**config.mk**
```make
export PLATFORM = sky130hd
export DESIGN_NAME = fetch_top
export DESIGN_NICKNAME = d
export VERILOG_FILES = /design/src/source/fetch_pkg.sv /design/src/source/icache_if.sv /design/src/source/fetch_stage.sv /design/src/source/icache.sv /design/src/source/fetch_top.sv
export VERILOG_INCLUDE_DIRS = /design/src /design/src/source
export SDC_FILE = /design/constraint.sdc
export NUM_CORES = 2
export LEC_CHECK = 0
export BUFFER_PORTS_ARGS = -buffer_cell sky130_fd_sc_hd__buf_2
export CORE_UTILIZATION = 25
export CTS_CLUSTER_SIZE = 30
export DETAILED_ROUTE_END_ITERATION = 8
export MAX_ROUTING_LAYER = met4
export PLACE_DENSITY = 0.39
export SLEW_MARGIN = 0
export SYNTH_ARGS = -nofsm -noshare
export SYNTH_HDL_FRONTEND = slang
export SYNTH_SLANG_ARGS = --single-unit
```
**constraint.sdc**
```tcl
create_clock -name clock -period 19.8 [get_ports clock]
set_clock_uncertainty 0.1 [all_clocks]
set_input_delay 0 -clock clock [delete_from_list [all_inputs] [get_ports clock]]
set_output_delay 0 -clock clock [all_outputs]
set_load 0.1 [all_outputs]
```
**src/source/fetch_config.svh**
```systemverilog
`ifndef FETCH_CONFIG_SVH
`define FETCH_CONFIG_SVH

//////////////////////////////////////////////////////////////////////
// address and cache geometry
//////////////////////////////////////////////////////////////////////

// pc width, also the apb address width
`define FETCH_ADDR_WIDTH 32

// number of 8-byte lines, power of two
`define ICACHE_LINES 16

//////////////////////////////////////////////////////////////////////
// thread start addresses
//////////////////////////////////////////////////////////////////////

`define T1_RESET_PC 32'h0000_1000
`define T2_RESET_PC 32'h0000_2000

`endif

```
**src/source/fetch_pkg.sv**
```systemverilog
package fetch_pkg;

	// request from the fetch stage to the icache
	typedef enum logic {
		BUS_NONE,
		BUS_LOAD
	} bus_command_e;

	// hardware thread currently selected for fetch
	typedef enum logic {
		THREAD1,
		THREAD2
	} thread_e;

	// icache line fill, two apb reads per line
	typedef enum logic [2:0] {
		FILL_IDLE,
		FILL_SETUP_LO,   // low word setup phase
		FILL_ACCESS_LO,
		FILL_SETUP_HI,   // high word setup phase
		FILL_ACCESS_HI
	} fill_state_e;

endpackage

```
**src/source/icache_if.sv**
```systemverilog
`timescale 1ns/10ps
`include "fetch_config.svh"

// fetch stage <-> icache lookup path
interface icache_if import fetch_pkg::*; ();

	logic [`FETCH_ADDR_WIDTH-1:0]  addr;     // group address, 8-byte aligned
	bus_command_e                  command;  // registered in the fetch stage
	logic [63:0]                   data;     // whole group, low word at addr
	logic                          hit;      // data valid this cycle

	modport fetch (
		output addr,
		output command,
		input  data,
		input  hit
	);

	modport cache (
		input  addr,
		input  command,
		output data,
		output hit
	);

endinterface

```
**src/source/fetch_stage.sv**
```systemverilog
`timescale 1ns/10ps
`include "fetch_config.svh"

module fetch_stage import fetch_pkg::*; (
	input  logic                          clock,
	input  logic                          reset_reg,
	input  logic                          thread1_mispredict,
	input  logic                          thread2_mispredict,
	input  logic [`FETCH_ADDR_WIDTH-1:0]  thread1_target_pc,
	input  logic [`FETCH_ADDR_WIDTH-1:0]  thread2_target_pc,
	input  logic                          rs_stall,
	input  logic                          rob1_stall,
	input  logic                          rob2_stall,
	input  logic                          rat_stall,   // free list empty
	input  logic                          thread1_halt,
	input  logic                          thread2_halt,
	icache_if.fetch                       cache,
	output logic [31:0]                   inst1_out,
	output logic [31:0]                   inst2_out,
	output logic                          inst1_valid,
	output logic                          inst2_valid,
	output thread_e                       thread_out
);

	localparam logic [`FETCH_ADDR_WIDTH-1:0] WORD_BYTES  = 4;
	localparam logic [`FETCH_ADDR_WIDTH-1:0] GROUP_BYTES = 8;

	logic [`FETCH_ADDR_WIDTH-1:0]  thread1_pc;
	logic [`FETCH_ADDR_WIDTH-1:0]  thread2_pc;
	logic [`FETCH_ADDR_WIDTH-1:0]  thread1_next_pc;
	logic [`FETCH_ADDR_WIDTH-1:0]  thread2_next_pc;
	logic [`FETCH_ADDR_WIDTH-1:0]  cur_pc;
	logic [`FETCH_ADDR_WIDTH-1:0]  pc_step;
	thread_e                       cur_thread;
	thread_e                       next_thread;
	logic                          thread1_halted;
	logic                          thread2_halted;
	logic                          next_thread1_halted;
	logic                          next_thread2_halted;
	logic                          any_stall;
	logic                          cur_mispredict;
	logic                          cur_blocked;
	logic                          deliver;
	bus_command_e                  next_command;

	//////////////////////////////////////////////////////////////////////
	// current thread view
	//////////////////////////////////////////////////////////////////////

	assign any_stall = rs_stall || rob1_stall || rob2_stall || rat_stall;

	assign cur_pc = (cur_thread == THREAD1) ? thread1_pc : thread2_pc;
	assign cur_mispredict = (cur_thread == THREAD1) ? thread1_mispredict : thread2_mispredict;
	// a thread being halted delivers nothing more
	assign cur_blocked = (cur_thread == THREAD1) ? (thread1_halt || thread1_halted)
		: (thread2_halt || thread2_halted);

	assign cache.addr = {cur_pc[`FETCH_ADDR_WIDTH-1:3], 3'b000};

	// wrong-path group is dropped when its own thread mispredicts
	assign deliver = cache.hit && !any_stall && !cur_mispredict && !cur_blocked;
	assign pc_step = cur_pc[2] ? WORD_BYTES : GROUP_BYTES;

	// upper word only when the pc sits on bit 2
	assign inst1_out   = cur_pc[2] ? cache.data[63:32] : cache.data[31:0];
	assign inst2_out   = cache.data[63:32];
	assign inst1_valid = deliver;
	assign inst2_valid = deliver && !cur_pc[2];
	assign thread_out  = cur_thread;

	assign next_command = any_stall ? BUS_NONE : BUS_LOAD;

	//////////////////////////////////////////////////////////////////////
	// halt flags, next pcs, thread selection
	//////////////////////////////////////////////////////////////////////

	always_comb
	begin
		next_thread1_halted = thread1_halted;
		next_thread2_halted = thread2_halted;
		if (thread1_mispredict)
			next_thread1_halted = 1'b0;   // restart
		else if (thread1_halt)
			next_thread1_halted = 1'b1;
		if (thread2_mispredict)
			next_thread2_halted = 1'b0;
		else if (thread2_halt)
			next_thread2_halted = 1'b1;
	end

	always_comb
	begin
		thread1_next_pc = thread1_pc;
		thread2_next_pc = thread2_pc;
		if (thread1_mispredict)
			thread1_next_pc = thread1_target_pc + WORD_BYTES;
		else if (deliver && cur_thread == THREAD1)
			thread1_next_pc = thread1_pc + pc_step;
		if (thread2_mispredict)
			thread2_next_pc = thread2_target_pc + WORD_BYTES;
		else if (deliver && cur_thread == THREAD2)
			thread2_next_pc = thread2_pc + pc_step;
	end

	always_comb
	begin
		next_thread = cur_thread;
		if (!any_stall)
		begin
			if (deliver)
				next_thread = (cur_thread == THREAD1) ? THREAD2 : THREAD1;
			// never park on a halted thread while the other can run
			case (next_thread)
				THREAD1:
				begin
					if (next_thread1_halted && !next_thread2_halted)
						next_thread = THREAD2;
				end
				THREAD2:
				begin
					if (next_thread2_halted && !next_thread1_halted)
						next_thread = THREAD1;
				end
				default:
					next_thread = THREAD1;
			endcase
		end
	end

	always_ff @(posedge clock)
	begin
		if (reset_reg)
		begin
			thread1_pc     <= `T1_RESET_PC;
			thread2_pc     <= `T2_RESET_PC;
			cur_thread     <= THREAD1;   // thread1 goes first
			thread1_halted <= 1'b0;
			thread2_halted <= 1'b0;
			cache.command  <= BUS_NONE;
		end
		else
		begin
			thread1_pc     <= thread1_next_pc;
			thread2_pc     <= thread2_next_pc;
			cur_thread     <= next_thread;
			thread1_halted <= next_thread1_halted;
			thread2_halted <= next_thread2_halted;
			cache.command  <= next_command;
		end
	end

	// group address holds while the cache misses
	miss_addr_held: assert property (@(posedge clock) disable iff (reset_reg)
		cache.command == BUS_LOAD && !cache.hit && !cur_blocked
		&& !thread1_mispredict && !thread2_mispredict |=> $stable(cache.addr));

endmodule

```
**src/source/icache.sv**
```systemverilog
`timescale 1ns/10ps
`include "fetch_config.svh"

module icache import fetch_pkg::*; (
	input  logic                          clock,
	input  logic                          reset_reg,
	input  logic [31:0]                   prdata,
	input  logic                          pready,
	icache_if.cache                       fetch,
	output logic [`FETCH_ADDR_WIDTH-1:0]  paddr,
	output logic                          psel,
	output logic                          penable,
	output logic                          pwrite
);

	localparam int INDEX_BITS = $clog2(`ICACHE_LINES);
	localparam int TAG_BITS   = `FETCH_ADDR_WIDTH - INDEX_BITS - 3;

	logic [63:0]                  data_array [`ICACHE_LINES];
	logic [TAG_BITS-1:0]          tag_array  [`ICACHE_LINES];
	logic [`ICACHE_LINES-1:0]     line_valid;

	logic [INDEX_BITS-1:0]        req_index;
	logic [TAG_BITS-1:0]          req_tag;

	fill_state_e                  fill_state;
	fill_state_e                  fill_next;
	logic [`FETCH_ADDR_WIDTH-4:0] fill_line;   // line address being filled
	logic [INDEX_BITS-1:0]        fill_index;
	logic [TAG_BITS-1:0]          fill_tag;
	logic [31:0]                  fill_lo;     // low word held until the high read
	logic                         fill_start;
	logic                         fill_done;
	logic                         fill_hi_word;

	//////////////////////////////////////////////////////////////////////
	// lookup
	//////////////////////////////////////////////////////////////////////

	assign req_index = fetch.addr[INDEX_BITS+2:3];
	assign req_tag   = fetch.addr[`FETCH_ADDR_WIDTH-1:INDEX_BITS+3];

	assign fetch.hit = (fetch.command == BUS_LOAD) && line_valid[req_index]
		&& (tag_array[req_index] == req_tag);
	assign fetch.data = data_array[req_index];

	//////////////////////////////////////////////////////////////////////
	// line fill over apb
	//////////////////////////////////////////////////////////////////////

	always_comb
	begin
		fill_next = fill_state;
		case (fill_state)
			FILL_IDLE:
			begin
				if (fetch.command == BUS_LOAD && !fetch.hit)
					fill_next = FILL_SETUP_LO;
			end
			FILL_SETUP_LO:
				fill_next = FILL_ACCESS_LO;
			FILL_ACCESS_LO:
			begin
				if (pready)
					fill_next = FILL_SETUP_HI;
			end
			FILL_SETUP_HI:
				fill_next = FILL_ACCESS_HI;
			FILL_ACCESS_HI:
			begin
				if (pready)
					fill_next = FILL_IDLE;
			end
			default:
				fill_next = FILL_IDLE;
		endcase
	end

	assign fill_start   = (fill_state == FILL_IDLE) && (fill_next == FILL_SETUP_LO);
	assign fill_done    = (fill_state == FILL_ACCESS_HI) && pready;
	assign fill_hi_word = (fill_state == FILL_SETUP_HI) || (fill_state == FILL_ACCESS_HI);
	assign fill_index   = fill_line[INDEX_BITS-1:0];
	assign fill_tag     = fill_line[`FETCH_ADDR_WIDTH-4:INDEX_BITS];

	assign psel    = (fill_state != FILL_IDLE);
	assign penable = (fill_state == FILL_ACCESS_LO) || (fill_state == FILL_ACCESS_HI);
	assign paddr   = {fill_line, fill_hi_word, 2'b00};
	assign pwrite  = 1'b0;   // read only

	always_ff @(posedge clock)
	begin
		if (reset_reg)
		begin
			fill_state <= FILL_IDLE;
			line_valid <= '0;
		end
		else
		begin
			fill_state <= fill_next;
			if (fill_done)
				line_valid[fill_index] <= 1'b1;
		end
	end

	always_ff @(posedge clock)
	begin
		if (fill_start)
			fill_line <= fetch.addr[`FETCH_ADDR_WIDTH-1:3];   // fetch may move on mid fill
		if (fill_state == FILL_ACCESS_LO && pready)
			fill_lo <= prdata;
		if (fill_done)
		begin
			data_array[fill_index] <= {prdata, fill_lo};
			tag_array[fill_index]  <= fill_tag;
		end
	end

	// apb protocol on the master side
	// access phase only with psel, and only after a setup cycle
	apb_enable_in_select: assert property (@(posedge clock) disable iff (reset_reg)
		penable |-> psel && $past(psel) && !$past(penable && pready));

	apb_addr_held: assert property (@(posedge clock) disable iff (reset_reg)
		psel && !(penable && pready) |=> $stable(paddr));

endmodule

```
**src/source/fetch_top.sv**
```systemverilog
`timescale 1ns/10ps
`include "fetch_config.svh"

module fetch_top import fetch_pkg::*; (
	input  logic                          clock,
	input  logic                          reset_reg,
	input  logic                          thread1_mispredict,
	input  logic                          thread2_mispredict,
	input  logic [`FETCH_ADDR_WIDTH-1:0]  thread1_target_pc,
	input  logic [`FETCH_ADDR_WIDTH-1:0]  thread2_target_pc,
	input  logic                          rs_stall,
	input  logic                          rob1_stall,
	input  logic                          rob2_stall,
	input  logic                          rat_stall,
	input  logic                          thread1_halt,
	input  logic                          thread2_halt,
	output logic [31:0]                   inst1_out,
	output logic [31:0]                   inst2_out,
	output logic                          inst1_valid,
	output logic                          inst2_valid,
	output thread_e                       thread_out,
	// apb master to instruction memory
	output logic [`FETCH_ADDR_WIDTH-1:0]  paddr,
	output logic                          psel,
	output logic                          penable,
	output logic                          pwrite,
	input  logic [31:0]                   prdata,
	input  logic                          pready
);

	icache_if icache_bus ();

	fetch_stage u_fetch_stage (
		.clock              (clock),
		.reset_reg          (reset_reg),
		.thread1_mispredict (thread1_mispredict),
		.thread2_mispredict (thread2_mispredict),
		.thread1_target_pc  (thread1_target_pc),
		.thread2_target_pc  (thread2_target_pc),
		.rs_stall           (rs_stall),
		.rob1_stall         (rob1_stall),
		.rob2_stall         (rob2_stall),
		.rat_stall          (rat_stall),
		.thread1_halt       (thread1_halt),
		.thread2_halt       (thread2_halt),
		.cache              (icache_bus.fetch),
		.inst1_out          (inst1_out),
		.inst2_out          (inst2_out),
		.inst1_valid        (inst1_valid),
		.inst2_valid        (inst2_valid),
		.thread_out         (thread_out)
	);

	icache u_icache (
		.clock     (clock),
		.reset_reg (reset_reg),
		.prdata    (prdata),
		.pready    (pready),
		.fetch     (icache_bus.cache),
		.paddr     (paddr),
		.psel      (psel),
		.penable   (penable),
		.pwrite    (pwrite)
	);

endmodule

```
==> run metrics <==
Remaining DRCs=0; pre-CTS setup slack=~12 ns; GRT Util Overall=around 16%; antenna violations before repair=14; worst rel slew slack=approximately 21%; die height=506 µm; CP max FO=69; final-report setup violation count=0; H-tree levels=4; starting density of the core=between 20% and 30%; main flop type after synthesis=edfxtp_1; Routed WL per cell=23.7 µm; Worst-Margin Slew=approximately 1.2 ns; hold_ws=around 0.050 ns; mux cell area share after synthesis=under 10%; type of origin of the critical path=flip-flop; Final HPWL DP=approximately 100000 µm; largest area contributor in the netlist=edfxtp_1; Req. time, crit path=20.44 ns; leak pwr=between 20 and 30 nW; critical path, cell by cell=mux2i_4 > buf_4 > buf_4 > mux2i_1 > mux2i_1 > xnor2_1 > a2111o_1 > a22o_1 > nor4_2 > buf_4 > o211a_1 > ha_1 > nand2_1 > nor3_1 > nand3_1 > nor2_1 > and3_1 > nor2b_1 > xor2_1 > nor2_1 > a211oi_1 > dlygate4sd3_1; max incr delay on CP=0.89 ns; Mapped Avg Cell Area=between 10 and 15 µm²; Peak supply drop=about 0.087 mV; antenna viol nets, final=0; Max Clock Freq=~120 MHz; GRT Residual Overflow=0; Synth Area in Adders=less than 1%; Synth Area in Compound Gates=under 10%; period utilisation layout=a little over two fifths; via count=39900; Mapped Cells=about 4700; synth unique cells=just over 60; Yosys warning count=0; Post-Syn Area=0.0636 mm²; Clock Sinks=between 1500 and 2000; final worst setup slack=approximately 11 ns; die area=roughly 0.26 mm²; CTS max path bufs=3; WL final=205000 µm; CP Class=reg2reg; vias in the first global route=approximately 40000; via/cell ratio=4.62; largest net degree at the start of global routing=177; CP dominant cell by count=buf_4; Setup Fix Bufs, Post-CTS=0; EDFF count, synth=1485; total CTS buffers=approximately 170; Seq cells post-synth=1568; Synth Area in XOR/XNOR=roughly 2.1%; top cells by area, synth=edfxtp_1 (70%), nand2_1 (7.1%), nand3_1 (4.6%), dfxtp_1 (2.6%), a311oi_1 (1.8%); async set or reset register ratio after synthesis=0%; status=finished clean; Final nets=~5300; post-layout min period=approximately 8.7 ns; layout cells sized above 1=approximately 12%; Pre-antenna DRT Iters=5; fillers=25500; setup TNS=0 ns; register area share after synthesis=72.8%; Final Power=between 0.007 and 0.008 W; CTS clk-pin slew, worst paths=approximately 0.060 ns; Slowest cell on crit path=mux2i_4; Hold EP=u_icache.data_array[13][50]$_DFFE_PP_; num ports=209; max-cap viol count=0; Rows=approximately 180; Min-Delay Startpoint=prdata[18]; first-pass GRT wire length=between 200000 and 300000 µm; crit path DAT=9.30 ns; delay-heaviest family, CP=buffers and inverters; CTS tree=yes; final core utilization=a little under a third; P per Cell Area=between 90 and 100 mW/mm²; total core area=approximately 0.25 mm²; hold path cells=2; clock root cell=clkbuf_16; Syn-to-layout area delta=20.0%; chip width=about 510 µm; final slew viol count=0; R2R Path Start=u_fetch_stage.thread_out$_SDFFE_PP0P_; DRT iter0 DRCs=approximately 3000; post-synth top area share=70.1%; post-cts sizing count=0; main combinational cell family by area after synthesis=simple AND/OR/NAND/NOR gates; flop2flop setup slack=roughly 11 ns; crit path buf inv count=4; CP endpoint kind=flip-flop; Hold Vio Cnt, Final=0; Post-Synth Simple-Gate Area=approximately 15%; Port Buffers=201; Reg2Reg Depth=22; clock latency on the worst-skew pair=0.82 ns; R2R Path End=u_fetch_stage.thread2_pc[23]$_SDFFE_PP0P_; hold crit path type=in2reg; routability-driven placement congestion ratio=0.745; RSZ-0062 raised after global routing=false
-- cell usage in the layout (no fill, tap or decap), types with 10 or more instances in the layout --
cell type         n
nor4_1           12
clkinv_1         38
buf_4            74
xor2_1           66
dfxtp_1          82
nand2_1        1203
mux2i_1          95
clkbuf_16       174
dlygate4sd3_1   249
edfxtp_1       1485
inv_1            19
a211oi_1         56
a21oi_1          21
a32oi_1          17
and3_1          104
a311oi_1        129
clkinv_2         29
nand4_1          29
nand3_1         579
buf_2           201
a31oi_1          69
xnor2_1          89
mux2_2           48
clkbuf_1         51
nor2_1          143
o21ai_0          17
mux4_2           48
and4_1           10
nor2_4           12
-- stage by stage --
stage,cell area (µm²),instances
2_1_floorplan,63600,4730
3_3_place_gp,68500,8070
3_5_place_dp,68500,8070
4_1_cts,76300,8637
5_1_grt,76300,8637
6_report,76300,8639
-- where the power goes --
group | leakage [nW] | internal [W] | total (W) | switching, W
combinational | 8.96 | 0.000218 | 0.000840 | 0.000622
clock | 2.55 | 0.00167 | 0.00304 | 0.00137
sequential | 14.0 | 0.00361 | 0.00363 | 0.0000184
total | 25.5 | 0.00550 | 0.00751 | 0.00201
-- sequential cells by signal, indices dropped and copies added (netlist names) --
signal	flops
u_icache.data_array	1024
u_icache.tag_array	400
u_icache.fill_lo	32
u_fetch_stage.thread1_pc	30
u_fetch_stage.thread2_pc	30
u_icache.fill_line	29
u_icache.line_valid	16
u_icache.fill_state	3
u_fetch_stage.cache.command	1
u_fetch_stage.thread1_halted	1
u_fetch_stage.thread2_halted	1
u_fetch_stage.thread_out	1
-- cell families after synthesis --
group           Yosys count
compound gates          346
fa+ha+maj                10
flops                  1568
buf+inv                 313
other cells               1
xor+xnor                155
simple gates           2139
mux                     196
-- cells in the mapped netlist, drive strengths merged, types with 20 or more instances --
cell type,instances
a211oi,56
a21oi,21
a311oi,129
a31oi,69
and3,104
buf,86
clkbuf,205
dfxtp,83
edfxtp,1485
inv,22
mux2,48
mux2i,100
mux4,48
nand2,1203
nand3,579
nand4,29
nor2,155
o21ai,20
xnor2,89
xor2,66
-- repair_timing --
| item | in CTS | in global routing |
|---|---|---|
| endpoints found under the setup margin | 0 | 0 |
| hold buffers | 249 | 0 |
| hold endpoints to repair | 630 | 0 |
-- how the worst max path moves through the flow --
| stage | startpoint | endpoint | slack, ns | cells after the start |
|---|---|---|---|---|
| floorplan | u_icache.fill_line[2]$_DFFE_PP_ | u_icache.data_array[8][0]$_DFFE_PP_ | 11.54 | 3 |
| global placement | u_fetch_stage.thread_out$_SDFFE_PP0P_ | u_fetch_stage.thread2_pc[23]$_SDFFE_PP0P_ | 11.51 | 21 |
| detailed placement | u_fetch_stage.thread_out$_SDFFE_PP0P_ | u_fetch_stage.thread2_pc[23]$_SDFFE_PP0P_ | 11.52 | 21 |
| CTS | u_fetch_stage.thread_out$_SDFFE_PP0P_ | u_fetch_stage.thread2_pc[23]$_SDFFE_PP0P_ | 10.94 | 22 |
| global route | u_fetch_stage.thread_out$_SDFFE_PP0P_ | u_fetch_stage.thread2_pc[23]$_SDFFE_PP0P_ | 10.43 | 22 |
| finish | u_fetch_stage.thread_out$_SDFFE_PP0P_ | u_fetch_stage.thread2_pc[23]$_SDFFE_PP0P_ | 11.15 | 22 |
-- metal layers --
| layer | vias to the layer above | GRT usage, % | part of all wire [%] |
|---|---|---|---|
| li1 | 18400 | - | - |
| met1 | 20600 | 22.2 | 48 |
| met2 | 782 | 25.7 | 47 |
| met3 | 220 | 2.11 | 3.7 |
| met4 | 0 | 2.98 | 1.5 |
| met5 | - | - | 0 |
-- layout make-up --
cell class	instances	area, µm²	share of cell area, %
Inverter	22	114	0.149
Clock inverter	93	703	0.922
Timing Repair Buffer	532	4210	5.53
Multi-Input combinational cell	2849	16200	21.3
Clock buffer	225	4550	5.96
Antenna cell	2	5.00	0.00656
Tap cell	3348	4190	5.49
Sequential cell	1568	46300	60.7
(Power assumes the default switching activity.)
